**config.mk**
```make
export PLATFORM = sky130hd
export DESIGN_NAME = sdmacTop
export DESIGN_NICKNAME = d
export VERILOG_FILES = /design/src/hw/sdmacPkg.sv /design/src/hw/byteFifo.sv /design/src/hw/periphPortSm.sv /design/src/hw/sdmacRegs.sv /design/src/hw/sdmacTop.sv
export SDC_FILE = /design/constraint.sdc
export NUM_CORES = 1
export LEC_CHECK = 0
export ABC_CLOCK_PERIOD_IN_PS = 4900
export BUFFER_PORTS_ARGS = -buffer_cell sky130_fd_sc_hd__clkbuf_2
export CAP_MARGIN = 0
export CELL_PAD_IN_SITES_DETAIL_PLACEMENT = 1
export CELL_PAD_IN_SITES_GLOBAL_PLACEMENT = 1
export CORE_MARGIN = 2
export CORE_UTILIZATION = 46
export CTS_CLUSTER_SIZE = 24
export DETAILED_ROUTE_END_ITERATION = 10
export PLACE_DENSITY_LB_ADDON = 0.1
export SLEW_MARGIN = 20
export SYNTH_ARGS = -nofsm -noshare
export SYNTH_HDL_FRONTEND = slang
export SYNTH_SLANG_ARGS = --single-unit
```
**constraint.sdc**
```tcl
create_clock -name nSCLK -period 4.9 [get_ports nSCLK]
set_clock_uncertainty 0.2 [all_clocks]
set_input_delay 0.245 -clock nSCLK [delete_from_list [all_inputs] [get_ports nSCLK]]
set_output_delay 0.245 -clock nSCLK [all_outputs]
set_load 0.005 [all_outputs]
```
**src/hw/sdmacPkg.sv**
```systemverilog
`default_nettype none

package sdmacPkg;

    // Bus and counter widths
    localparam int DATA_W = 32;
    localparam int BYTE_W = 8;
    localparam int ADDR_W = 4;
    localparam int CNT_W  = 16;

    // Register byte offsets on the APB side
    localparam logic [ADDR_W-1:0] REG_CTRL   = 4'h0;
    localparam logic [ADDR_W-1:0] REG_STATUS = 4'h4;
    localparam logic [ADDR_W-1:0] REG_DATA   = 4'h8;
    localparam logic [ADDR_W-1:0] REG_COUNT  = 4'hC;

    // CTRL bits
    localparam int CTRL_ENA    = 0;
    localparam int CTRL_DIR    = 1;  // 1 = device to memory
    localparam int CTRL_FLUSH  = 2;  // Self clearing and reads as 0
    localparam int CTRL_INTENA = 3;

    // STATUS bits
    localparam int ST_EMPTY = 0;  // No whole longword for the CPU
    localparam int ST_FULL  = 1;
    localparam int ST_INTA  = 2;  // SCSI chip interrupt line
    localparam int ST_DONE  = 3;

    // Defaults used by the top level
    localparam int FIFO_DEPTH_DEF = 8;
    localparam int STROBE_DEF     = 3;

endpackage

`default_nettype wire

```
**src/hw/byteFifo.sv**
```systemverilog
`default_nettype none

module byteFifo #(
    parameter int DEPTH  = sdmacPkg::FIFO_DEPTH_DEF,
    parameter int DATA_W = sdmacPkg::DATA_W
) (
    input  logic                          nSCLK,
    input  logic                          nAS_,
    // CPU side with whole longwords
    input  logic                          cpuPush_i,
    input  logic [DATA_W-1:0]             cpuWdata_i,
    input  logic                          cpuPop_i,
    output logic [DATA_W-1:0]             cpuRdata_o,
    output logic                          empty_o,
    output logic                          full_o,
    input  logic                          flush_i,
    // Device side with single bytes
    input  logic                          devPush_i,
    input  logic [sdmacPkg::BYTE_W-1:0]   devByte_i,
    input  logic                          devPop_i,
    output logic [sdmacPkg::BYTE_W-1:0]   devByte_o,
    output logic                          byteRoom_o,
    output logic                          byteAvail_o,
    input  logic                          endPad_i
);

    localparam int BW    = sdmacPkg::BYTE_W;
    localparam int LANES = DATA_W / BW;
    localparam int OFF_W = $clog2(LANES);
    localparam int AW    = $clog2(DEPTH);

    logic [DATA_W-1:0] mem [DEPTH];
    logic [AW:0]       wrPtr;       // Extra bit tells full from empty
    logic [AW:0]       rdPtr;
    logic [OFF_W-1:0]  wrOff;
    logic [OFF_W-1:0]  rdOff;
    logic [DATA_W-1:0] stage;       // Longword being packed
    logic [DATA_W-1:0] stageNext;
    logic [DATA_W-1:0] wrData;
    logic              devWordPush;
    logic              devWordPop;
    logic              wrEn;
    logic              rdEn;

    assign empty_o = (wrPtr == rdPtr);
    assign full_o  = (wrPtr[AW] != rdPtr[AW]) && (wrPtr[AW-1:0] == rdPtr[AW-1:0]);

    assign byteRoom_o  = ~full_o;
    assign byteAvail_o = ~empty_o;

    // Big endian packing puts the first byte in the top lane
    always_comb begin
        stageNext = stage;
        stageNext[(LANES-1-int'(wrOff))*BW +: BW] = devByte_i;
    end

    // Push a complete word or a padded partial word at end of transfer
    assign devWordPush = (devPush_i && wrOff == OFF_W'(LANES-1)) ||
                         (endPad_i && wrOff != '0);
    assign devWordPop  = devPop_i && (rdOff == OFF_W'(LANES-1));

    assign wrData = devWordPush ? (devPush_i ? stageNext : stage) : cpuWdata_i;
    assign wrEn   = (cpuPush_i | devWordPush) & ~full_o;
    assign rdEn   = (cpuPop_i | devWordPop) & ~empty_o;

    assign cpuRdata_o = mem[rdPtr[AW-1:0]];
    assign devByte_o  = cpuRdata_o[(LANES-1-int'(rdOff))*BW +: BW];

    always_ff @(posedge nSCLK) begin
        if (wrEn)
            mem[wrPtr[AW-1:0]] <= wrData;
    end

    always_ff @(posedge nSCLK or negedge nAS_) begin
        if (!nAS_) begin
            wrPtr <= '0;
            rdPtr <= '0;
            wrOff <= '0;
            rdOff <= '0;
            stage <= '0;
        end else if (flush_i) begin
            wrPtr <= '0;
            rdPtr <= '0;
            wrOff <= '0;
            rdOff <= '0;
            stage <= '0;
        end else begin
            if (wrEn)
                wrPtr <= wrPtr + 1'b1;
            if (rdEn)
                rdPtr <= rdPtr + 1'b1;

            if (devWordPush) begin
                wrOff <= '0;
                stage <= '0;           // Unused low lanes of the next pad read zero
            end else if (devPush_i) begin
                wrOff <= wrOff + 1'b1;
                stage <= stageNext;
            end

            if (devPop_i)
                rdOff <= rdOff + 1'b1; // Wraps after the last lane
        end
    end

endmodule

`default_nettype wire

```
**src/hw/periphPortSm.sv**
```systemverilog
`default_nettype none

module periphPortSm #(
    parameter int STROBE_CYCLES = sdmacPkg::STROBE_DEF
) (
    input  logic                          nSCLK,
    input  logic                          nAS_,
    // Control from the register block
    input  logic                          dmaEna_i,
    input  logic                          dmaDir_i,
    input  logic                          countZero_i,
    // FIFO device side
    input  logic                          byteRoom_i,
    input  logic                          byteAvail_i,
    output logic                          devPush_o,
    output logic                          devPop_o,
    output logic [sdmacPkg::BYTE_W-1:0]   devByte_o,
    input  logic [sdmacPkg::BYTE_W-1:0]   devByte_i,
    output logic                          endPad_o,
    // Count
    output logic                          byteDone_o,
    // Peripheral port
    input  logic                          nDreq_i,
    output logic                          nDack_o,
    output logic                          nIor_o,
    output logic                          nIow_o,
    input  logic [sdmacPkg::BYTE_W-1:0]   pdData_i,
    output logic [sdmacPkg::BYTE_W-1:0]   pdData_o,
    output logic                          pdOe_o
);

    localparam int STB_W = (STROBE_CYCLES > 1) ? $clog2(STROBE_CYCLES) : 1;

    typedef enum logic [1:0] {
        IDLE,
        STROBE,
        RECOVER
    } stateT;

    stateT            state;
    logic [STB_W-1:0] stbCnt;
    logic             cycDir;   // Direction latched for the running cycle
    logic             startCyc;
    logic             lastStb;
    logic             padPend;

    // Start only with DREQ, a live count and room or data in the FIFO
    assign startCyc = (state == IDLE) && !nDreq_i && dmaEna_i && !countZero_i &&
                      (dmaDir_i ? byteRoom_i : byteAvail_i);

    assign lastStb = (state == STROBE) && (stbCnt == STB_W'(STROBE_CYCLES - 1));

    assign byteDone_o = lastStb;
    assign devPush_o  = lastStb & cycDir;   // Capture at the last strobe edge
    assign devPop_o   = lastStb & ~cycDir;
    assign devByte_o  = pdData_i;

    // Count just hit zero after a device byte so the FIFO pads a partial word
    assign endPad_o = padPend & countZero_i;

    always_ff @(posedge nSCLK or negedge nAS_) begin
        if (!nAS_) begin
            state   <= IDLE;
            stbCnt  <= '0;
            cycDir  <= 1'b0;
            padPend <= 1'b0;
            nDack_o <= 1'b1;
            nIor_o  <= 1'b1;
            nIow_o  <= 1'b1;
            pdOe_o  <= 1'b0;
        end else begin
            padPend <= devPush_o;
            case (state)
                IDLE: begin
                    if (startCyc) begin
                        state   <= STROBE;
                        stbCnt  <= '0;
                        cycDir  <= dmaDir_i;
                        nDack_o <= 1'b0;
                        nIor_o  <= ~dmaDir_i;   // Read from chip
                        nIow_o  <= dmaDir_i;    // Write to chip
                        pdOe_o  <= ~dmaDir_i;
                    end
                end
                STROBE: begin
                    if (lastStb) begin
                        state   <= RECOVER;
                        nDack_o <= 1'b1;
                        nIor_o  <= 1'b1;
                        nIow_o  <= 1'b1;
                        pdOe_o  <= 1'b0;
                    end else begin
                        stbCnt <= stbCnt + 1'b1;
                    end
                end
                RECOVER: state <= IDLE;   // One cycle with all strobes high
                default: state <= IDLE;
            endcase
        end
    end

    // Head byte held on the port for the whole write strobe
    always_ff @(posedge nSCLK) begin
        if (startCyc)
            pdData_o <= devByte_i;
    end

endmodule

`default_nettype wire

```
**src/hw/sdmacRegs.sv**
```systemverilog
`default_nettype none

module sdmacRegs #(
    parameter int CNT_W = sdmacPkg::CNT_W
) (
    input  logic                          nSCLK,
    input  logic                          nAS_,
    // APB slave
    input  logic                          pSel_i,
    input  logic                          pEnable_i,
    input  logic                          pWrite_i,
    input  logic [sdmacPkg::ADDR_W-1:0]   pAddr_i,
    input  logic [sdmacPkg::DATA_W-1:0]   pWdata_i,
    output logic [sdmacPkg::DATA_W-1:0]   pRdata_o,
    output logic                          pReady_o,
    output logic                          pSlvErr_o,
    // FIFO CPU side
    input  logic                          empty_i,
    input  logic                          full_i,
    input  logic [sdmacPkg::DATA_W-1:0]   cpuRdata_i,
    output logic                          cpuPush_o,
    output logic                          cpuPop_o,
    output logic [sdmacPkg::DATA_W-1:0]   cpuWdata_o,
    output logic                          flush_o,
    // Sequencer
    input  logic                          byteDone_i,
    output logic                          dmaEna_o,
    output logic                          dmaDir_o,
    output logic                          countZero_o,
    // Interrupt
    input  logic                          inta_i,
    output logic                          nInt_o
);

    logic accPhase;
    logic wrAcc;
    logic rdAcc;
    logic selCtrl;
    logic selStatus;
    logic selData;
    logic selCount;
    logic ctrlEna;
    logic ctrlDir;
    logic ctrlIntEna;
    logic dmaDone;
    logic [CNT_W-1:0] byteCount;
    logic [sdmacPkg::DATA_W-1:0] ctrlWord;
    logic [sdmacPkg::DATA_W-1:0] statusWord;
    logic [sdmacPkg::DATA_W-1:0] countWord;

    // No wait states so every access phase completes at once
    assign accPhase = pSel_i & pEnable_i;
    assign wrAcc    = accPhase & pWrite_i;
    assign rdAcc    = accPhase & ~pWrite_i;
    assign pReady_o = accPhase;

    assign selCtrl   = (pAddr_i == sdmacPkg::REG_CTRL);
    assign selStatus = (pAddr_i == sdmacPkg::REG_STATUS);
    assign selData   = (pAddr_i == sdmacPkg::REG_DATA);
    assign selCount  = (pAddr_i == sdmacPkg::REG_COUNT);

    // Data port refuses when the FIFO cannot take or give a longword
    assign pSlvErr_o  = selData & ((wrAcc & full_i) | (rdAcc & empty_i));
    assign cpuPush_o  = wrAcc & selData & ~full_i;
    assign cpuPop_o   = rdAcc & selData & ~empty_i;
    assign cpuWdata_o = pWdata_i;
    assign flush_o    = wrAcc & selCtrl & pWdata_i[sdmacPkg::CTRL_FLUSH];

    assign dmaEna_o    = ctrlEna;
    assign dmaDir_o    = ctrlDir;
    assign countZero_o = (byteCount == '0);

    always_comb begin
        ctrlWord = '0;
        ctrlWord[sdmacPkg::CTRL_ENA]    = ctrlEna;
        ctrlWord[sdmacPkg::CTRL_DIR]    = ctrlDir;
        ctrlWord[sdmacPkg::CTRL_INTENA] = ctrlIntEna;

        statusWord = '0;
        statusWord[sdmacPkg::ST_EMPTY] = empty_i;
        statusWord[sdmacPkg::ST_FULL]  = full_i;
        statusWord[sdmacPkg::ST_INTA]  = inta_i;
        statusWord[sdmacPkg::ST_DONE]  = dmaDone;

        countWord = '0;
        countWord[CNT_W-1:0] = byteCount;

        pRdata_o = '0;
        if (rdAcc) begin
            if (selCtrl)
                pRdata_o = ctrlWord;
            else if (selStatus)
                pRdata_o = statusWord;
            else if (selData)
                pRdata_o = cpuRdata_i;  // Head longword
            else if (selCount)
                pRdata_o = countWord;
        end
    end

    always_ff @(posedge nSCLK or negedge nAS_) begin
        if (!nAS_) begin
            ctrlEna    <= 1'b0;
            ctrlDir    <= 1'b0;
            ctrlIntEna <= 1'b0;
            byteCount  <= '0;
            dmaDone    <= 1'b0;
            nInt_o     <= 1'b1;
        end else begin
            if (wrAcc && selCtrl) begin
                ctrlEna    <= pWdata_i[sdmacPkg::CTRL_ENA];
                ctrlDir    <= pWdata_i[sdmacPkg::CTRL_DIR];
                ctrlIntEna <= pWdata_i[sdmacPkg::CTRL_INTENA];
            end

            if (wrAcc && selCount) begin
                byteCount <= pWdata_i[CNT_W-1:0];
                dmaDone   <= 1'b0;      // New transfer
            end else if (byteDone_i && !countZero_o) begin
                byteCount <= byteCount - 1'b1;
                // Last byte of the transfer moved
                if (byteCount == CNT_W'(1) && ctrlEna)
                    dmaDone <= 1'b1;
            end

            nInt_o <= ~(ctrlIntEna & (inta_i | dmaDone));
        end
    end

endmodule

`default_nettype wire

```
**src/hw/sdmacTop.sv**
```systemverilog
`default_nettype none

module sdmacTop #(
    parameter int FIFO_DEPTH    = sdmacPkg::FIFO_DEPTH_DEF,
    parameter int STROBE_CYCLES = sdmacPkg::STROBE_DEF
) (
    input  logic                          nSCLK,
    input  logic                          nAS_,
    // APB
    input  logic                          pSel_i,
    input  logic                          pEnable_i,
    input  logic                          pWrite_i,
    input  logic [sdmacPkg::ADDR_W-1:0]   pAddr_i,
    input  logic [sdmacPkg::DATA_W-1:0]   pWdata_i,
    output logic [sdmacPkg::DATA_W-1:0]   pRdata_o,
    output logic                          pReady_o,
    output logic                          pSlvErr_o,
    // SCSI peripheral port
    input  logic                          nDreq_i,
    output logic                          nDack_o,
    output logic                          nIor_o,
    output logic                          nIow_o,
    input  logic [sdmacPkg::BYTE_W-1:0]   pdData_i,
    output logic [sdmacPkg::BYTE_W-1:0]   pdData_o,
    output logic                          pdOe_o,
    input  logic                          inta_i,
    output logic                          nInt_o
);

    logic                        cpuPush;
    logic                        cpuPop;
    logic [sdmacPkg::DATA_W-1:0] cpuWdata;
    logic [sdmacPkg::DATA_W-1:0] cpuRdata;
    logic                        flush;
    logic                        empty;
    logic                        full;
    logic                        devPush;
    logic                        devPop;
    logic [sdmacPkg::BYTE_W-1:0] devWrByte;  // Sequencer to FIFO
    logic [sdmacPkg::BYTE_W-1:0] devRdByte;  // FIFO to sequencer
    logic                        byteRoom;
    logic                        byteAvail;
    logic                        endPad;
    logic                        dmaEna;
    logic                        dmaDir;
    logic                        countZero;
    logic                        byteDone;

    sdmacRegs #(
        .CNT_W (sdmacPkg::CNT_W)
    ) i_sdmacRegs (
        .nSCLK       (nSCLK),
        .nAS_        (nAS_),
        .pSel_i      (pSel_i),
        .pEnable_i   (pEnable_i),
        .pWrite_i    (pWrite_i),
        .pAddr_i     (pAddr_i),
        .pWdata_i    (pWdata_i),
        .pRdata_o    (pRdata_o),
        .pReady_o    (pReady_o),
        .pSlvErr_o   (pSlvErr_o),
        .empty_i     (empty),
        .full_i      (full),
        .cpuRdata_i  (cpuRdata),
        .cpuPush_o   (cpuPush),
        .cpuPop_o    (cpuPop),
        .cpuWdata_o  (cpuWdata),
        .flush_o     (flush),
        .byteDone_i  (byteDone),
        .dmaEna_o    (dmaEna),
        .dmaDir_o    (dmaDir),
        .countZero_o (countZero),
        .inta_i      (inta_i),
        .nInt_o      (nInt_o)
    );

    byteFifo #(
        .DEPTH  (FIFO_DEPTH),
        .DATA_W (sdmacPkg::DATA_W)
    ) i_byteFifo (
        .nSCLK       (nSCLK),
        .nAS_        (nAS_),
        .cpuPush_i   (cpuPush),
        .cpuWdata_i  (cpuWdata),
        .cpuPop_i    (cpuPop),
        .cpuRdata_o  (cpuRdata),
        .empty_o     (empty),
        .full_o      (full),
        .flush_i     (flush),
        .devPush_i   (devPush),
        .devByte_i   (devWrByte),
        .devPop_i    (devPop),
        .devByte_o   (devRdByte),
        .byteRoom_o  (byteRoom),
        .byteAvail_o (byteAvail),
        .endPad_i    (endPad)
    );

    periphPortSm #(
        .STROBE_CYCLES (STROBE_CYCLES)
    ) i_periphPortSm (
        .nSCLK       (nSCLK),
        .nAS_        (nAS_),
        .dmaEna_i    (dmaEna),
        .dmaDir_i    (dmaDir),
        .countZero_i (countZero),
        .byteRoom_i  (byteRoom),
        .byteAvail_i (byteAvail),
        .devPush_o   (devPush),
        .devPop_o    (devPop),
        .devByte_o   (devWrByte),
        .devByte_i   (devRdByte),
        .endPad_o    (endPad),
        .byteDone_o  (byteDone),
        .nDreq_i     (nDreq_i),
        .nDack_o     (nDack_o),
        .nIor_o      (nIor_o),
        .nIow_o      (nIow_o),
        .pdData_i    (pdData_i),
        .pdData_o    (pdData_o),
        .pdOe_o      (pdOe_o)
    );

endmodule

`default_nettype wire

```
Word level (Yosys, flattened, before mapping)
Memories as Yosys holds them, arrays and structs flattened. Cells that the tools add are included.

Register bits after elaboration: 83. Bits in writable memories: 256. Input port bits: 51. Output and inout bits: 47. Memories kept: 1.

$add $sub $neg: 9. Eq/ne operators: 14. Shifts and indexed selects: 3. Muxes and demuxes: 42. Bitwise logic cells: 28. Reductions and logical operators: 32.

Memories: i_byteFifo.mem (words 8, bits a word 32, read ports 1, clocked after memory_dff 0, write ports 1, line byteFifo.sv:32) `logic [DATA_W-1:0] mem [DEPTH];`.

Operators by type and width (count): 2-to-1 mux 32 bit (8); 2-to-1 mux 16 bit (3); negator 32 -> 33 bit (1); variable shift 8 x 33 -> 32 bit (first input constant) (1); variable part select 8 x 33 -> 32 bit (1); bitwise mux 32 bit (1); variable part select 32 x 32 -> 8 bit (1); AND 1 bit (18); 2-to-1 mux 2 bit (9); equality test 16 x 1 -> 1 bit (second input constant) (1); logical NOT 16 bit (1); 2-to-1 mux 4 bit (4); subtractor 16 x 1 -> 16 bit (second input constant) (1); nonzero test 2 bit (7); logical AND 1 bit (13); 2-to-1 mux 1 bit (11); adder 4 x 1 -> 4 bit (second input constant) (2); equality test 4 bit (second input constant) (2); case mux 1 bit (2 select lines) (4); case mux 2 bit (2 select lines) (2); adder 2 x 1 -> 2 bit (second input constant) (3); equality test 2 bit (second input constant) (3); NOT 1 bit (6); AND reduction 2 bit (3); 15 further kinds (22).

Logic depth before layout (Yosys ltp)
Word-level depth: 9. Depth in mapped cells: 10. Gate-level depth less buffers: 8.

Modules after synthesis
A second synthesis with hierarchy kept.

Cells, all modules: 1001. Area, all modules: 15122.0 µm².

Modules (own cells, without submodules): byteFifo (times used 1, cells an instance 679, area each 12248.0 µm², sequential area each 8788.4 µm²); sdmacRegs (times used 1, cells an instance 251, area each 1991.9 µm², sequential area each 526.8 µm²); periphPortSm (times used 1, cells an instance 71, area each 882.1 µm², sequential area each 494.2 µm²).

Worst setup path after synthesis
Ideal clock, no wire load.

Path kind: flip-flop to flip-flop. Start: register i_sdmacRegs.byteCount[10]. End: memory i_byteFifo.mem[0][0], enable pin. Library setup time: 502 ps. Arrival time: 4562 ps. Required time: 4198 ps. Slack: -363 ps. Stages on the path, launching flop included: 6. Path buffers: 0. Clock period less this slack: 5263 ps. Path through: dfrtp_1 -> or3_1 -> nand4b_1 -> o21ai_1 -> o21ai_0 -> nor4_1.

Word-level cells in the longest chain between the ends: 8.

RTL lines: start: declaration (line sdmacRegs.sv:46) `logic [CNT_W-1:0] byteCount;`; start signal: assignment (line sdmacRegs.sv:117) `byteCount <= pWdata_i[CNT_W-1:0];`; start signal: assignment (line sdmacRegs.sv:120) `byteCount <= byteCount - 1'b1;`; logical NOT 16 bit (line sdmacRegs.sv:71) `assign countZero_o = (byteCount == '0);`; AND 1 bit (line periphPortSm.sv:59) `assign endPad_o = padPend & countZero_i;`; logical AND 1 bit (line byteFifo.sv:59) `(endPad_i && wrOff != '0);`; logical OR 1 bit (line byteFifo.sv:58) `assign devWordPush = (devPush_i && wrOff == OFF_W'(LANES-1)) ||`; OR 1 bit (line byteFifo.sv:63) `assign wrEn = (cpuPush_i | devWordPush) & ~full_o;`; AND 1 bit (line byteFifo.sv:63); 2-to-1 mux 1 bit (line byteFifo.sv:70) `if (wrEn)`; 2-to-1 mux 1 bit (implied by the code) (line byteFifo.sv:71) `mem[wrPtr[AW-1:0]] <= wrData;`; end: declaration (line byteFifo.sv:32).

Every way passes these cells.

Worst setup path in the final report
Start: register i_sdmacRegs.byteCount[10]. End: memory i_byteFifo.mem[6][29], enable pin.

Same word-level chain as after synthesis.

==> flow_metrics.tcl <==
set metrics [dict create \
    ant_nets 0 \
    rows 65 \
    io_pins 98 \
    regArea_um2 9820 \
    nets 1152 \
    clock_sinks 339 \
    slew_headroom_pct 30.3 \
    synth_top_area_cell "edfxtp_1" \
    placed_cell_area_um2 15600 \
    yosysWarningCount 0 \
    pwr-share-seq_pct 43.9 \
    drc 0 \
    final_common_cell "edfxtp_1" \
    antenna_found_initial 0 \
    drtIter0Drc 654 \
    die_h_um 182 \
    pwr-share-clk_pct 34.1 \
    worstMarginPinSlew_ns 1.04 \
    layout_min_cycle_time_ns 3.97 \
    min_to "i_byteFifo.mem[4][24]" \
    fp.dieArea_um2 33300 \
    dr.pass1.iters 5 \
    fillerInstances 3025 \
    p_sw_share_pct 29.0 \
    leakagePower_nw 5.94 \
    regToRegEndpoint "i_byteFifo.mem[6][29]" \
    ys_seq_area_share_pct 67.0 \
    numCtsBuffers 38 \
    routedWlPerCell_um 26.9 \
    synth-edff-count 264 \
    fin_cells 1518 \
    min_path_cells 3 \
    p_int_mw 5.79 \
    syn_inst 956 \
    cts.repair.resized 0 \
    clockBufferDepth 3 \
    track_usage_pct 25.4 \
    core_area_um2 31500 \
    vias_per_cell 5.95 \
    synth-async-reset-ratio_pct 22.1 \
    finalSetupTns_ns 0 \
    pwr-share-comb_pct 22.0 \
    worstSkewPairLatency_ns 0.52 \
    hp-class "input pin to flip-flop" \
    required_ns 4.90 \
    start_util_pct 46.5 \
    design_area_um2 17100 \
    grt_max_degree 41 \
    arrival_ns 3.96 \
    netlist_top_cells_area "edfxtp_1, dfrtp_1, mux4_2" \
    grt_pass1_wl_um 62200 \
    yosys.cell_types.count 64 \
    placed_cells 1426 \
    mostFrequentLayoutCells "edfxtp_1, nor2_1, clkbuf_2, dfrtp_1, mux4_2" \
    postLayoutCoreUtil_pct 54.3 \
    startpoint "i_sdmacRegs.byteCount[10]" \
    crit_fanout 27 \
    synth_top_cell_area_share_pct 54.2 \
    gp_congestion 0.793 \
    r2r_slack_ns 0.93 \
    synthFlopType "edfxtp_1" \
    period_share_pct 80.9 \
    cp-start-kind "flip-flop" \
    port_buffers 97 \
    drv_slew 0 \
    dpl.hpwl_um 26500 \
    multi_input_area_um2 4640 \
    setup_ws_ns 0.935 \
    report.final.hold_viol_count 0 \
    setup_viol 0 \
    status "finished clean" \
    ir_drop_uv 283 \
    htreeDepth 2 \
    drv_cap 0 \
    dieWidth_um 182 \
    power.net_switching_mw 2.37 \
    min_from "pWdata_i[24]" \
    crit_path_end_kind "flip-flop" \
    cts_tree "yes" \
    syn_area_um2 14600 \
    dp_slack_ns 0.912 \
    fmax_mhz 252 \
    rsz0062_at_grt "no" \
    vias 9035 \
    syn_to_final_growth_pct 16.8 \
    worstReg2RegStart "i_sdmacRegs.byteCount[10]" \
    p_per_area_nw_per_um2 477 \
    grt_pass1_vias 9626 \
    cts_root_buffer "clkbuf_16" \
    grt-ovfl-total 0 \
    path_clk_slew_ns 0.06 \
    crit_type "flip-flop to flip-flop" \
    drive_above_1_share_pct 25.7 \
    synth_seq_cells 339 \
    avgSynthCellArea_um2 15.3 \
    r2r_cells 6 \
    synth_nets 1019 \
    antennaDiodeCount 0 \
    wl_um 40800 \
]
[per-stage QoR]
stage               hold slack, ns  power (mW)
global route                0.0442        8.51
CTS                         0.0182        8.24
finish                      0.0220        8.16
detailed placement          0.0634        5.44
global placement            0.0651        5.40
floorplan                   -0.251        4.81
[power by group through the flow]
stage	clock network (mW)	registers [mW]	logic (mW)
after CTS	2.83	3.59	1.82
final	2.78	3.59	1.80
after global placement	0	3.63	1.77
after global routing	2.93	3.62	1.96
after detailed placement	0	3.64	1.79
after floorplan	0	3.48	1.34
[registers in the layout, indices dropped and copies added, names as in the netlist]
signal and count:
i_periphPortSm.pdData_o 8, i_sdmacRegs.dmaDir_o 1, i_periphPortSm.stbCnt 2, i_byteFifo.rdOff 2, i_byteFifo.mem 256, i_periphPortSm.state 2
i_byteFifo.wrOff 2, i_periphPortSm.nIor_o 1, i_byteFifo.stage 32, i_periphPortSm.pdOe_o 1, i_periphPortSm.padPend 1, i_sdmacRegs.nInt_o 1
i_sdmacRegs.dmaDone 1, i_periphPortSm.nDack_o 1, i_byteFifo.wrPtr 4, i_periphPortSm.nIow_o 1, i_byteFifo.rdPtr 4, i_periphPortSm.cycDir 1
i_sdmacRegs.dmaEna_o 1, i_sdmacRegs.ctrlIntEna 1, i_sdmacRegs.byteCount 16
[Yosys cell counts, types with 3 or more instances]
cell type  count
nor3_1        15
xnor2_1       16
nor4_1         5
buf_1          6
edfxtp_1     264
ha_1          12
a41oi_1        3
buf_2         23
buf_4          4
a21oi_1       41
mux2i_1       25
or3_1          6
o21ai_0       23
mux4_2        65
a221oi_1       7
dfstp_2        4
nor4bb_1       3
nor2_1       102
a22oi_1       12
o211ai_1       3
nor2b_1       25
a211o_1        3
nand2b_1      10
nand2_1       50
mux2_2        19
dfrtp_1       71
or3b_2         3
nand3_1       14
and2_0         3
o22ai_1        8
and3_1         7
xor2_1         4
nand4_1        4
clkbuf_1      17
inv_1         10
a211oi_1       5
a31oi_1       30
and2_1         3
[worst max-delay path by stage]
stage,endpoint,slack (ns),cells after the start
floorplan,i_byteFifo.mem[4][0],0.37,6
global placement,i_byteFifo.mem[6][24],0.98,6
detailed placement,i_byteFifo.mem[6][25],0.91,6
CTS,i_byteFifo.mem[6][29],0.90,6
global route,i_byteFifo.mem[6][10],0.74,6
finish,i_byteFifo.mem[6][29],0.93,6
[layout make-up]
type / instances / area share, %
flip-flops and latches: 339 / 57.4
clock buffers: 54 / 6.16
multi-input cells: 556 / 27.1
well taps: 402 / 2.94
clock inverters: 13 / 0.834
repair buffers: 144 / 5.28
inverters: 10 / 0.220
[repair_timing]
| item | in CTS | in global routing |
|---|---|---|
| hold buffers | 25 | 0 |
| hold endpoints to repair | 66 | 0 |
| buffers inserted | 0 | 0 |
[kinds of logic after synthesis]
logic type | share of synthesized area [%]
multiplexers | 13.2
adder cells (fa/ha/maj) | 1.03
AO/OA/AOI/OAI | 6.59
XOR/XNOR | 1.35
AND/OR/NAND/NOR | 8.92
buffers and inverters | 1.91
flip-flops | 67.0
[per-layer routing]
layer / up-vias / part of all wire [%] / GRT usage, % / routed length [µm]
li1: 3983 / - / - / -
met1: 4785 / 45 / 36.7 / 18400
met2: 216 / 49 / 42.3 / 20000
met3: 51 / 4.3 / 2.89 / 1760
met4: 0 / 1.6 / 4.90 / 666
met5: - / 0 / 0 / 0
[critical path, stage by stage (launching register included)]
cell,delay [ns]
dfrtp_1,0.42
or3_1,0.44
nand4b_1,0.41
o21ai_4,0.72
o211ai_1,0.38
nor2_4,0.67
buf_4,0.38
Note: power is estimated with default switching activity, not from simulation.
